<file path="config.mk">
export PLATFORM = sky130hd
export DESIGN_NAME = byte_logger_top
export DESIGN_NICKNAME = d
export VERILOG_FILES = /design/src/hdl/logbuf_pkg.sv /design/src/hdl/dual_port_ram.sv /design/src/hdl/fifo_single_clock_ram.sv /design/src/hdl/byte_packer.sv /design/src/hdl/word_reader.sv /design/src/hdl/byte_logger_top.sv
export SDC_FILE = /design/constraint.sdc
export NUM_CORES = 1
export LEC_CHECK = 0
export ABC_AREA = 1
export BUFFER_PORTS_ARGS = -buffer_cell sky130_fd_sc_hd__buf_2
export CAP_MARGIN = 20
export CELL_PAD_IN_SITES_DETAIL_PLACEMENT = 1
export CELL_PAD_IN_SITES_GLOBAL_PLACEMENT = 2
export CORE_MARGIN = 5
export CORE_UTILIZATION = 30
export CTS_CLUSTER_SIZE = 40
export DETAILED_ROUTE_END_ITERATION = 16
export PLACE_DENSITY = 0.6
export SKIP_LAST_GASP = 1
export SLEW_MARGIN = 20
export SYNTH_ARGS = -nofsm -noshare
export SYNTH_HDL_FRONTEND = slang
export SYNTH_HIERARCHICAL = 1
export SYNTH_SLANG_ARGS = --single-unit
export TNS_END_PERCENT = 1
</file>
<file path="constraint.sdc">
create_clock -name clk -period 3 [get_ports clk]
set_input_delay 0.3 -clock clk [delete_from_list [all_inputs] [get_ports clk]]
set_output_delay 0.3 -clock clk [all_outputs]
set_load 0.01 [all_outputs]
</file>
<file path="src/hdl/logbuf_pkg.sv">
//--------------------
// shared definitions for the byte logging buffer
// word geometry, fifo depth and the tagged fifo entry
// modules import this inside their body, ports use scoped names
//--------------------

package logbuf_pkg;

  //--------------------
  // word geometry
  //--------------------

  // one byte lane
  localparam int BYTE_W = 8;

  // bytes packed into one word, little-endian lanes
  localparam int BYTES_PER_WORD = 4;

  localparam int WORD_W = BYTES_PER_WORD * BYTE_W;

  // byte count field, must hold the value BYTES_PER_WORD itself
  localparam int NBYTES_W = $clog2(BYTES_PER_WORD) + 1;

  //--------------------
  // fifo geometry
  //--------------------

  // must be a power of two, pointers wrap on their own
  localparam int FIFO_DEPTH = 8;

  // one extra bit so a count of FIFO_DEPTH fits
  localparam int CNT_W = $clog2(FIFO_DEPTH) + 1;

  //--------------------
  // fifo entry
  //--------------------

  // nbytes is 1..4, lanes above nbytes are always zero
  typedef struct packed {
    logic [NBYTES_W-1:0] nbytes;
    logic [WORD_W-1:0]   data;
  } log_entry_t;

endpackage

</file>
<file path="src/hdl/dual_port_ram.sv">
//--------------------
// simple dual-port block RAM, one clock
// one write port, one read port with a registered output
// written in the inference style both major FPGA vendors accept
//--------------------

`timescale 1ns/100ps

module dual_port_ram #(
  parameter int RAM_WIDTH = 16,
  parameter int RAM_DEPTH = 8
) (
  input  logic                         clk,

  // write port
  input  logic                         wr_en,
  input  logic [$clog2(RAM_DEPTH)-1:0] wr_addr,
  input  logic [RAM_WIDTH-1:0]         wr_data,

  // read port
  input  logic                         rd_en,
  input  logic [$clog2(RAM_DEPTH)-1:0] rd_addr,
  output logic [RAM_WIDTH-1:0]         rd_data
);

  logic [RAM_WIDTH-1:0] mem [RAM_DEPTH];

  // read register, the only output stage
  logic [RAM_WIDTH-1:0] rd_q = '0;

  // power-up contents are zero, matching the fpga bitstream
  initial begin
    for (int i = 0; i < RAM_DEPTH; i++) begin
      mem[i] = '0;
    end
  end

  always_ff @(posedge clk) begin
    if (wr_en) begin
      mem[wr_addr] <= wr_data;
    end
  end

  // read-during-write to the same address is never issued by the fifo
  always_ff @(posedge clk) begin
    if (rd_en) begin
      rd_q <= mem[rd_addr];
    end
  end

  assign rd_data = rd_q;

endmodule

</file>
<file path="src/hdl/fifo_single_clock_ram.sv">
//--------------------
// single-clock fifo over a block RAM, normal mode only
// read data shows up one cycle after an accepted r_req
// overflow and underflow are refused and reported on fail
// r_ack marks the read requests that were actually taken
//--------------------

`timescale 1ns/100ps

module fifo_single_clock_ram #(
  parameter int DEPTH = logbuf_pkg::FIFO_DEPTH
) (
  input  logic                   clk,
  input  logic                   nrst,

  // write side
  input  logic                   w_req,
  input  logbuf_pkg::log_entry_t w_data,

  // read side
  input  logic                   r_req,
  output logbuf_pkg::log_entry_t r_data,
  output logic                   r_ack,

  // status
  output logic [$clog2(DEPTH):0] cnt,
  output logic                   empty,
  output logic                   full,
  output logic                   fail
);

  import logbuf_pkg::*;

  // DEPTH is a power of two, so plain pointers wrap by themselves
  localparam int PTR_W = $clog2(DEPTH);

  logic [PTR_W-1:0] w_ptr;
  logic [PTR_W-1:0] r_ptr;

  // requests after the full / empty filter
  logic w_req_f;
  logic r_req_f;

  //--------------------
  // request filter and flags
  //--------------------

  always_comb begin
    empty = (cnt == '0);
    full  = (cnt == DEPTH);

    w_req_f = w_req && !full;
    r_req_f = r_req && !empty;

    // same cycle as the refused request, state is left alone
    fail = (w_req && full) || (r_req && empty);
  end

  // the reader uses this instead of looking at empty again
  assign r_ack = r_req_f;

  //--------------------
  // pointers and count
  //--------------------

  always_ff @(posedge clk) begin
    if (!nrst) begin
      w_ptr <= '0;
      r_ptr <= '0;
      cnt   <= '0;
    end else begin
      if (w_req_f) begin
        w_ptr <= w_ptr + 1'b1;
      end
      if (r_req_f) begin
        r_ptr <= r_ptr + 1'b1;
      end

      // simultaneous push and pop keep the count
      if (w_req_f && !r_req_f) begin
        cnt <= cnt + 1'b1;
      end else if (!w_req_f && r_req_f) begin
        cnt <= cnt - 1'b1;
      end
    end
  end

  //--------------------
  // storage
  //--------------------

  // entry width follows the struct, nbytes tag included
  dual_port_ram #(
    .RAM_WIDTH ($bits(log_entry_t)),
    .RAM_DEPTH (DEPTH)
  ) data_ram (
    .clk     (clk),
    .wr_en   (w_req_f),
    .wr_addr (w_ptr),
    .wr_data (w_data),
    .rd_en   (r_req_f),
    .rd_addr (r_ptr),
    .rd_data (r_data)
  );

endmodule

</file>
<file path="src/hdl/byte_packer.sv">
//--------------------
// first pipeline stage of the logger
// collects byte strobes into little-endian words of four bytes
// a full word or a flush with pending bytes gives one push strobe,
// one cycle later, carrying the word and its byte count
//--------------------

`timescale 1ns/100ps

module byte_packer (
  input  logic                          clk,
  input  logic                          nrst,

  // producer side
  input  logic                          byte_strobe,
  input  logic [logbuf_pkg::BYTE_W-1:0] byte_data,
  input  logic                          flush,

  // towards the fifo, no full check here
  output logic                          push,
  output logbuf_pkg::log_entry_t        push_entry
);

  import logbuf_pkg::*;

  // bytes already collected, 0 .. BYTES_PER_WORD-1 between words
  logic [NBYTES_W-1:0] fill;

  // partly built word, unused lanes stay zero
  logic [WORD_W-1:0]   lanes;

  // state after taking this cycle's byte, before the flush
  logic [NBYTES_W-1:0] fill_next;
  logic [WORD_W-1:0]   lanes_next;

  // close the word this cycle
  logic                emit;

  //--------------------
  // lane insert
  //--------------------

  always_comb begin
    fill_next  = fill;
    lanes_next = lanes;

    // byte goes first, so a flush in the same cycle includes it
    if (byte_strobe) begin
      lanes_next[BYTE_W*fill +: BYTE_W] = byte_data;
      fill_next = fill + 1'b1;
    end

    // flush with nothing collected is a no-op
    emit = (fill_next == BYTES_PER_WORD) || (flush && (fill_next != '0));
  end

  //--------------------
  // control
  //--------------------

  always_ff @(posedge clk) begin
    if (!nrst) begin
      fill  <= '0;
      lanes <= '0;
      push  <= 1'b0;
    end else begin
      push <= emit;
      if (emit) begin
        // start the next word clean
        fill  <= '0;
        lanes <= '0;
      end else begin
        fill  <= fill_next;
        lanes <= lanes_next;
      end
    end
  end

  //--------------------
  // entry register
  //--------------------

  // only meaningful while push is high
  always_ff @(posedge clk) begin
    if (emit) begin
      push_entry.nbytes <= fill_next;
      push_entry.data   <= lanes_next;
    end
  end

endmodule

</file>
<file path="src/hdl/word_reader.sv">
//--------------------
// output stage of the logger
// forwards consumer read strobes to the fifo and lines up
// a valid pulse with the registered RAM data one cycle later
//--------------------

`timescale 1ns/100ps

module word_reader (
  input  logic                   clk,
  input  logic                   nrst,

  // consumer request
  input  logic                   rd_req,

  // fifo read side
  output logic                   r_req,
  input  logic                   r_ack,
  input  logbuf_pkg::log_entry_t r_data,

  // consumer output
  output logic                   out_valid,
  output logbuf_pkg::log_entry_t out_entry
);

  // read in flight, one per cycle at most
  logic ack_q;

  //--------------------
  // request path
  //--------------------

  // the fifo does the empty check and answers with r_ack
  assign r_req = rd_req;

  //--------------------
  // ack delay
  //--------------------

  // RAM data becomes valid one cycle after the ack,
  // a new read may already be in flight on that same cycle
  always_ff @(posedge clk) begin
    if (!nrst) begin
      ack_q <= 1'b0;
    end else begin
      ack_q <= r_ack;
    end
  end

  assign out_valid = ack_q;

  // RAM read register holds the entry until the next accepted read
  assign out_entry = r_data;

endmodule

</file>
<file path="src/hdl/byte_logger_top.sv">
//--------------------
// byte-stream logging buffer, top level
// packer -> ram fifo -> reader, single clock
// bytes in as strobes, tagged words out one cycle after rd_req
// overflow and underflow show up as a fail pulse
//--------------------

`timescale 1ns/100ps

module byte_logger_top (
  input  logic                          clk,
  input  logic                          nrst,

  // producer
  input  logic                          byte_strobe,
  input  logic [logbuf_pkg::BYTE_W-1:0] byte_data,
  input  logic                          flush,

  // consumer
  input  logic                          rd_req,
  output logic                          out_valid,
  output logbuf_pkg::log_entry_t        out_entry,

  // fifo status
  output logic [logbuf_pkg::CNT_W-1:0]  cnt,
  output logic                          empty,
  output logic                          full,
  output logic                          fail
);

  import logbuf_pkg::*;

  // packer to fifo
  logic       push;
  log_entry_t push_entry;

  // fifo to reader
  logic       r_req;
  logic       r_ack;
  log_entry_t r_data;

  byte_packer packer (
    .clk         (clk),
    .nrst        (nrst),
    .byte_strobe (byte_strobe),
    .byte_data   (byte_data),
    .flush       (flush),
    .push        (push),
    .push_entry  (push_entry)
  );

  fifo_single_clock_ram #(
    .DEPTH (FIFO_DEPTH)
  ) fifo (
    .clk    (clk),
    .nrst   (nrst),
    .w_req  (push),
    .w_data (push_entry),
    .r_req  (r_req),
    .r_data (r_data),
    .r_ack  (r_ack),
    .cnt    (cnt),
    .empty  (empty),
    .full   (full),
    .fail   (fail)
  );

  word_reader reader (
    .clk       (clk),
    .nrst      (nrst),
    .rd_req    (rd_req),
    .r_req     (r_req),
    .r_ack     (r_ack),
    .r_data    (r_data),
    .out_valid (out_valid),
    .out_entry (out_entry)
  );

endmodule

</file>
==> Word level (Yosys, flattened, before mapping) <==
Memory sizes are Yosys's and may differ from the RTL's. A register that Yosys moved wholly into a read port is not among the register bits.
Index checks and enable logic that the tools add are counted.
{ "op_classes": {"addsub": 6, "n_mul": 0, "div": 0, "n_lt_le_gt_ge": 0, "n_eq_ne": 2, "shifts": 2, "mux": 7, "bitwise_logic": 1, "reduce_logical": 17} }
{ "op_table": {"columns": ["cell", "count"], "rows": [
  ["negator 6 -> 34 bit", 1],
  ["variable shift 8 x 34 -> 32 bit, first input constant", 1],
  ["variable part select 8 x 34 -> 32 bit", 1],
  ["bitwise mux 32 bit", 1],
  ["2-to-1 mux 32 bit", 1],
  ["adder 3 x 1 -> 3 bit, second input constant", 3],
  ["2-to-1 mux 4 bit", 2],
  ["logical AND 1 bit", 7],
  ["adder 4 x 1 -> 4 bit, second input constant", 1],
  ["equality test 4 bit, second input constant", 1],
  ["zero test 1 bit", 4],
  ["zero test 4 bit", 1],
  ["subtractor 4 x 1 -> 4 bit, second input constant", 1],
  ["equality test 3 bit, second input constant", 1],
  ["2-to-1 mux 3 bit", 1],
  ["nonzero test 3 bit", 1],
  ["logical OR 1 bit", 2],
  ["2-to-1 mux 1 bit", 2],
  ["nonzero test 2 bit", 1],
  ["OR reduction 2 bit", 1],
  ["NOT 1 bit", 1]
]} }
{ "word_totals": {"reg_bits": 82, "latch_bits": 0, "ramBits": 280, "romBits": 0, "input_bits": 13, "output_inout_bits": 43, "mem_count": 1} }
{ "mem_list": {"columns": ["memory", "depth", "width", "read_ports", "rd_clocked_by_memory_dff", "write_ports", "line_no", "rtl"], "rows": [
  ["fifo.data_ram.mem", 8, 35, 1, 1, 1, "dual_port_ram.sv:26", "logic [RAM_WIDTH-1:0] mem [RAM_DEPTH];"]
]} }

==> Depth between registers and ports, before layout <==
{ "logic_depth": {"ltp_word": 7, "mapped_depth": 13} }

==> By module <==
The synthesis kept the hierarchy.
{ "modules_own_cells": {"columns": ["mod", "n_inst", "cells_per_inst", "area_each_um2"], "rows": [
  ["dual_port_ram", 1, 1263, 14156.1],
  ["byte_packer", 1, 317, 2932.8],
  ["fifo_single_clock_ram", 1, 77, 579.3],
  ["word_reader", 1, 39, 297.8]
]} }

==> Least setup slack after synthesis <==
Ideal clock, no wire load.
{ "synth_timing": {"path_kind": "register -> register", "start": "register fifo.cnt[0]", "end": "memory fifo/data_ram/mem[1][0] (netlist name), enable pin", "t_arrival_ps": 2383, "required_time_ps": 2573, "path_slack_ps": 189, "stages_incl_launch_ff": 7, "path_buffers": 0, "synth_period_minus_slack_ps": 2811, "cell_sequence": "dfxtp_1 nor2_2 nand3_2 nand2_2 inv_2 nand2_1 nor2_1"} }
{ "synth_between": {"elab_chain_cells": 5} }
{ "synth_lines": {"columns": ["element", "line_no", "rtl"], "rows": [
  ["from (decl)", "fifo_single_clock_ram.sv:26", "output logic [$clog2(DEPTH):0] cnt,"],
  ["from (signal assigned)", "fifo_single_clock_ram.sv:81", "cnt <= cnt + 1'b1;"],
  ["from (signal assigned)", "fifo_single_clock_ram.sv:83", "cnt <= cnt - 1'b1;"],
  ["equality test 4 bit", "fifo_single_clock_ram.sv:50", "full = (cnt == DEPTH);"],
  ["zero test 1 bit", "fifo_single_clock_ram.sv:52", "w_req_f = w_req && !full;"],
  ["logical AND 1 bit", "fifo_single_clock_ram.sv:52", null],
  ["net fifo.w_req_f", "fifo_single_clock_ram.sv:41", "logic w_req_f;"],
  ["2-to-1 mux 1 bit", "dual_port_ram.sv:39", "if (wr_en) begin"],
  ["2-to-1 mux 1 bit (not written as such)", "dual_port_ram.sv:40", "mem[wr_addr] <= wr_data;"],
  ["to (decl)", "dual_port_ram.sv:26", null]
]} }
The timed path passes the listed nets, and every way through them passes these cells.

==> Final worst setup path <==
{ "layout_timing": {"start": "register packer.fill[0]", "end": "register packer.lanes[1]"} }
{ "layout_between": {"elab_chain_cells": 6, "elab_cells_between_ends": 12} }
{ "layout_lines": {"columns": ["element", "line_no", "rtl"], "rows": [
  ["from (decl)", "byte_packer.sv:27", "logic [NBYTES_W-1:0] fill;"],
  ["from (signal assigned)", "byte_packer.sv:73", "fill <= fill_next;"],
  ["adder 3 x 1 -> 3 bit (*)", "byte_packer.sv:50", "fill_next = fill + 1'b1;"],
  ["2-to-1 mux 3 bit (*)", "byte_packer.sv:48", "if (byte_strobe) begin"],
  ["net packer.fill_next[1]", "byte_packer.sv:33", "logic [NBYTES_W-1:0] fill_next;"],
  ["nonzero test 3 bit", "byte_packer.sv:54", "emit = (fill_next == BYTES_PER_WORD) || (flush && (fill_next != '0));"],
  ["logical AND 1 bit", "byte_packer.sv:54", null],
  ["logical OR 1 bit (*)", "byte_packer.sv:54", null],
  ["OR reduction 2 bit (no line) (*)", null, null],
  ["to (signal assigned)", "byte_packer.sv:74", "lanes <= lanes_next;"],
  ["to (decl)", "byte_packer.sv:30", "logic [WORD_W-1:0] lanes;"]
]} }
Mark *: on every way through the listed nets, which the timed path passes. The rest lies on a longest branch.
A chain may end at the register's enable or synchronous reset.

==> results.py <==
metrics = {
    "power_and_ir_drop": {
        "seq_power_share_pct": 43.9,
        "total_power_w": 0.0155,
        "clkPwrFrac_pct": 33.8,
        "leakagePower_nw": 8.80,
        "p_sw_w": 0.00484,
        "ir_worst_vdd_uv": 441,
        "switching_share_pct": 31.3,
        "p_int_w": 0.0106,
        "combPwrFrac_pct": 22.3,
        "powerDensity_nw_per_um2": 761,
    },
    "global_routing": {
        "grt_overflow": 0,
        "antenna_found_initial": 1,
        "grt_max_degree": 53,
        "grt_use_total_pct": 13.8,
        "grt_pass1_wl_um": 68400,
        "first_global_vias": 11300,
    },
    "place": {
        "preCtsSetupSlack_ns": 0.458,
        "place_congestion": 0.725,
        "hpwl_um": 25700,
        "port_buffers": 55,
        "placed_cell_area_sq_um": 18900,
    },
    "final_layout": {
        "ff_latch_area_sq_um": 11500,
        "num-fill-cells": 6508,
        "area_growth_pct": 13.1,
        "multi_input_area_sq_um": 4470,
        "final_area_sq_um": 20300,
        "diodes": 0,
        "fin_nets": 1754,
        "drive_gt1_share_pct": 18.3,
    },
    "cts": {
        "clkSinkCount": 397,
        "clkTransAtPathRegs_ns": 0.06,
        "hold_buffers": 0,
        "cts_resized": 0,
        "cts_buffer_depth": 3,
        "clk_latency_ns": 0.58,
        "cts_tree": "done",
        "cts_buffers": 46,
        "htreeDepth": 2,
        "cts_setup_buffers": 0,
        "cts_root_buf": "clkbuf_16",
    },
    "setup_path": {
        "critPathKind": "reg2reg",
        "cp_data_required_time_ns": 3.48,
        "crit_chain": "inv_2 -> ha_1 -> nand2_1 -> nand2_2 -> nor2_1 -> nand2_1 -> nand3_4 -> nor2_1",
        "crit_slowest_cell": "ha_1",
        "worstPathArrival_ns": 2.97,
        "end_kind": "register",
        "cp_slowest_stage_delay_ns": 0.56,
        "start_kind": "register",
        "cp_top_family": "simple AND/OR/NAND/NOR gates",
        "cp_num_buf_inv": 1,
        "path_max_fanout": 33,
    },
    "sta": {
        "period_share_pct": 83.2,
        "fin_skew_ns": 0.0240,
        "rsz0062_at_grt": "false",
        "slew_headroom_pct": 38.4,
        "layout_min_cycle_time_ns": 2.50,
        "finalSetupViolations": 0,
        "tightest_slew_ns": 0.924,
        "tns_ns": 0,
        "setup_ws_ns": 0.504,
        "fmax_mhz": 401,
        "hold_viol": 0,
        "holdWs_ns": 0.0593,
        "maxSlewViolCount": 0,
    },
    "logic_synthesis": {
        "synth_ff_type": "edfxtp_1",
        "synth_cells": 1696,
        "synth-edff-count": 350,
        "synth_top_area_share_pct": 58.5,
        "synth_area_leader_cell": "edfxtp_1",
        "syn_avg_cell_area_sq_um": 10.6,
        "synth_area_leaders": "edfxtp_1 (58%), nand2_1 (10%), inv_1 (7.4%)",
        "synth.ff_latch_count": 397,
        "synth_cell_types": 31,
        "yosysSeqAreaShare_pct": 63.7,
        "ys_warn_count": 6,
        "synth_nets": 1721,
        "syn-cell-area_sq_um": 18000,
        "ys_async_sr_fraction_pct": 0,
    },
    "drt": {
        "wl_um": 44200,
        "routedWlPerCell_um": 17.4,
        "drt-initial-drc-count": 496,
        "ant_nets": 0,
        "drc_errors": 0,
        "vias_per_cell": 4.27,
        "vias": 10800,
        "dr.pass1.iters": 4,
    },
    "floorplan": {
        "die_h_um": 255,
        "core_region_area_sq_um": 59100,
        "num_rows": 89,
        "die_width_um": 255,
        "dieArea_sq_um": 64900,
        "start_util_pct": 30.4,
        "ios": 56,
    },
    "status": {
        "outcome": "finished, final reports clean",
    },
    "job": {
        "cap_violations": 0,
    },
    "min_path": {
        "min_path_type": "in2reg",
    },
}
[per-layer routing]
layer / vias to the layer above / GRT usage, % / share of wire [%] / wire length [um]
met3: 53 / 2.60 / 3.3 / 1470
met2: 111 / 23.3 / 48 / 21300
met4: 0 / 3.45 / 2.0 / 884
met5: - / 0 / 0 / 0
li1: 5318 / - / - / -
met1: 5355 / 18.6 / 46 / 20500
[sequential cells by signal, indices dropped and copies added, names as in the netlist]
register and cells:
fifo/cnt 4, fifo/data_ram/mem 280, fifo/data_ram/rd_data 35, fifo/r_ptr 3, fifo/w_ptr 3, packer/fill 3
packer/lanes 32, packer/push 1, packer/push_entry 35, reader/out_valid 1
[worst reg2reg max path, delay by kind of cell, from the launching register on]
| family | cells | cell delay [ns] |
|---|---|---|
| buffers and inverters | 1 | 0.22 |
| adder cells (fa/ha/maj) | 1 | 0.56 |
| AND/OR/NAND/NOR | 6 | 1.16 |
| flip-flops | 1 | 0.47 |
[layout make-up]
| class | count | share of cell area (%) |
|---|---|---|
| inverters | 364 | 6.78 |
| well taps | 773 | 4.76 |
| flip-flops and latches | 397 | 56.4 |
| clock inverters | 21 | 0.690 |
| clock buffers | 64 | 6.20 |
| repair buffers | 80 | 3.14 |
| multi-input cells | 840 | 22.0 |
[per-stage QoR]
step,instances,util (%)
6_report,2539,34.4
5_1_grt,2539,34.4
4_1_cts,2539,34.4
3_5_place_dp,2454,32.0
3_3_place_gp,2454,32.0
2_1_floorplan,1696,-
[power groups by stage]
stage | Clock [W] | Combinational (W) | Sequential [W]
2_1_floorplan | 0 | 0.00281 | 0.00676
3_3_place_gp | 0 | 0.00354 | 0.00690
3_5_place_dp | 0 | 0.00358 | 0.00691
4_1_cts | 0.00545 | 0.00359 | 0.00680
5_1_grt | 0.00567 | 0.00389 | 0.00683
6_report | 0.00523 | 0.00345 | 0.00678
[cells in the final DEF (no fill, tap or decap), drive strengths merged, types with 11 or more instances in the layout]
cell / n
nand2: 573
inv: 364
edfxtp: 350
nand3: 156
buf: 80
clkbuf: 64
nor2: 56
dfxtp: 47
clkinv: 19
nor3: 16
o21ai: 15
ha: 11
[cells by family (layout without fill, tap and decap cells)]
group | Yosys count | in the layout | synth area share (%)
AND/OR/NAND/NOR | 802 | 802 | 22.9
buffers and inverters | 459 | 529 | 11.7
flip-flops | 397 | 397 | 63.7
AO/OA/AOI/OAI | 22 | 22 | 0.627
adder cells (fa/ha/maj) | 12 | 12 | 0.877
XOR/XNOR | 4 | 4 | 0.195
[cell usage after synthesis, types with 2 or more instances]
master    number
o21ai_0       11
nand2_1      502
inv_2          7
buf_12         7
nand2_2       10
nor2_1        31
buf_6          9
nand2_4       61
clkbuf_1       3
xor2_1         4
buf_4         38
nand3_1       92
nor2_2        24
buf_2         38
a21oi_1        6
inv_1        352
ha_1          11
nor3_1        16
clkinv_1       2
dfxtp_1       47
edfxtp_1     350
nand3_2       63
o21ai_1        4
[final timing paths]
| path | slack, ns | startpoint | cells past startpoint | to |
|---|---|---|---|---|
| worst max-delay path | 0.50 | packer/fill[0] | 8 | packer/lanes[1] |
| worst min-delay path | 0.06 | rd_req | 3 | fifo/r_ptr[2] |
| worst max register to register | 0.50 | packer/fill[0] | 8 | packer/lanes[1] |
| worst min register to register | 0.53 | fifo/w_ptr[2] | 2 | fifo/w_ptr[2] |
Note: power is estimated with default switching activity, not from simulation.
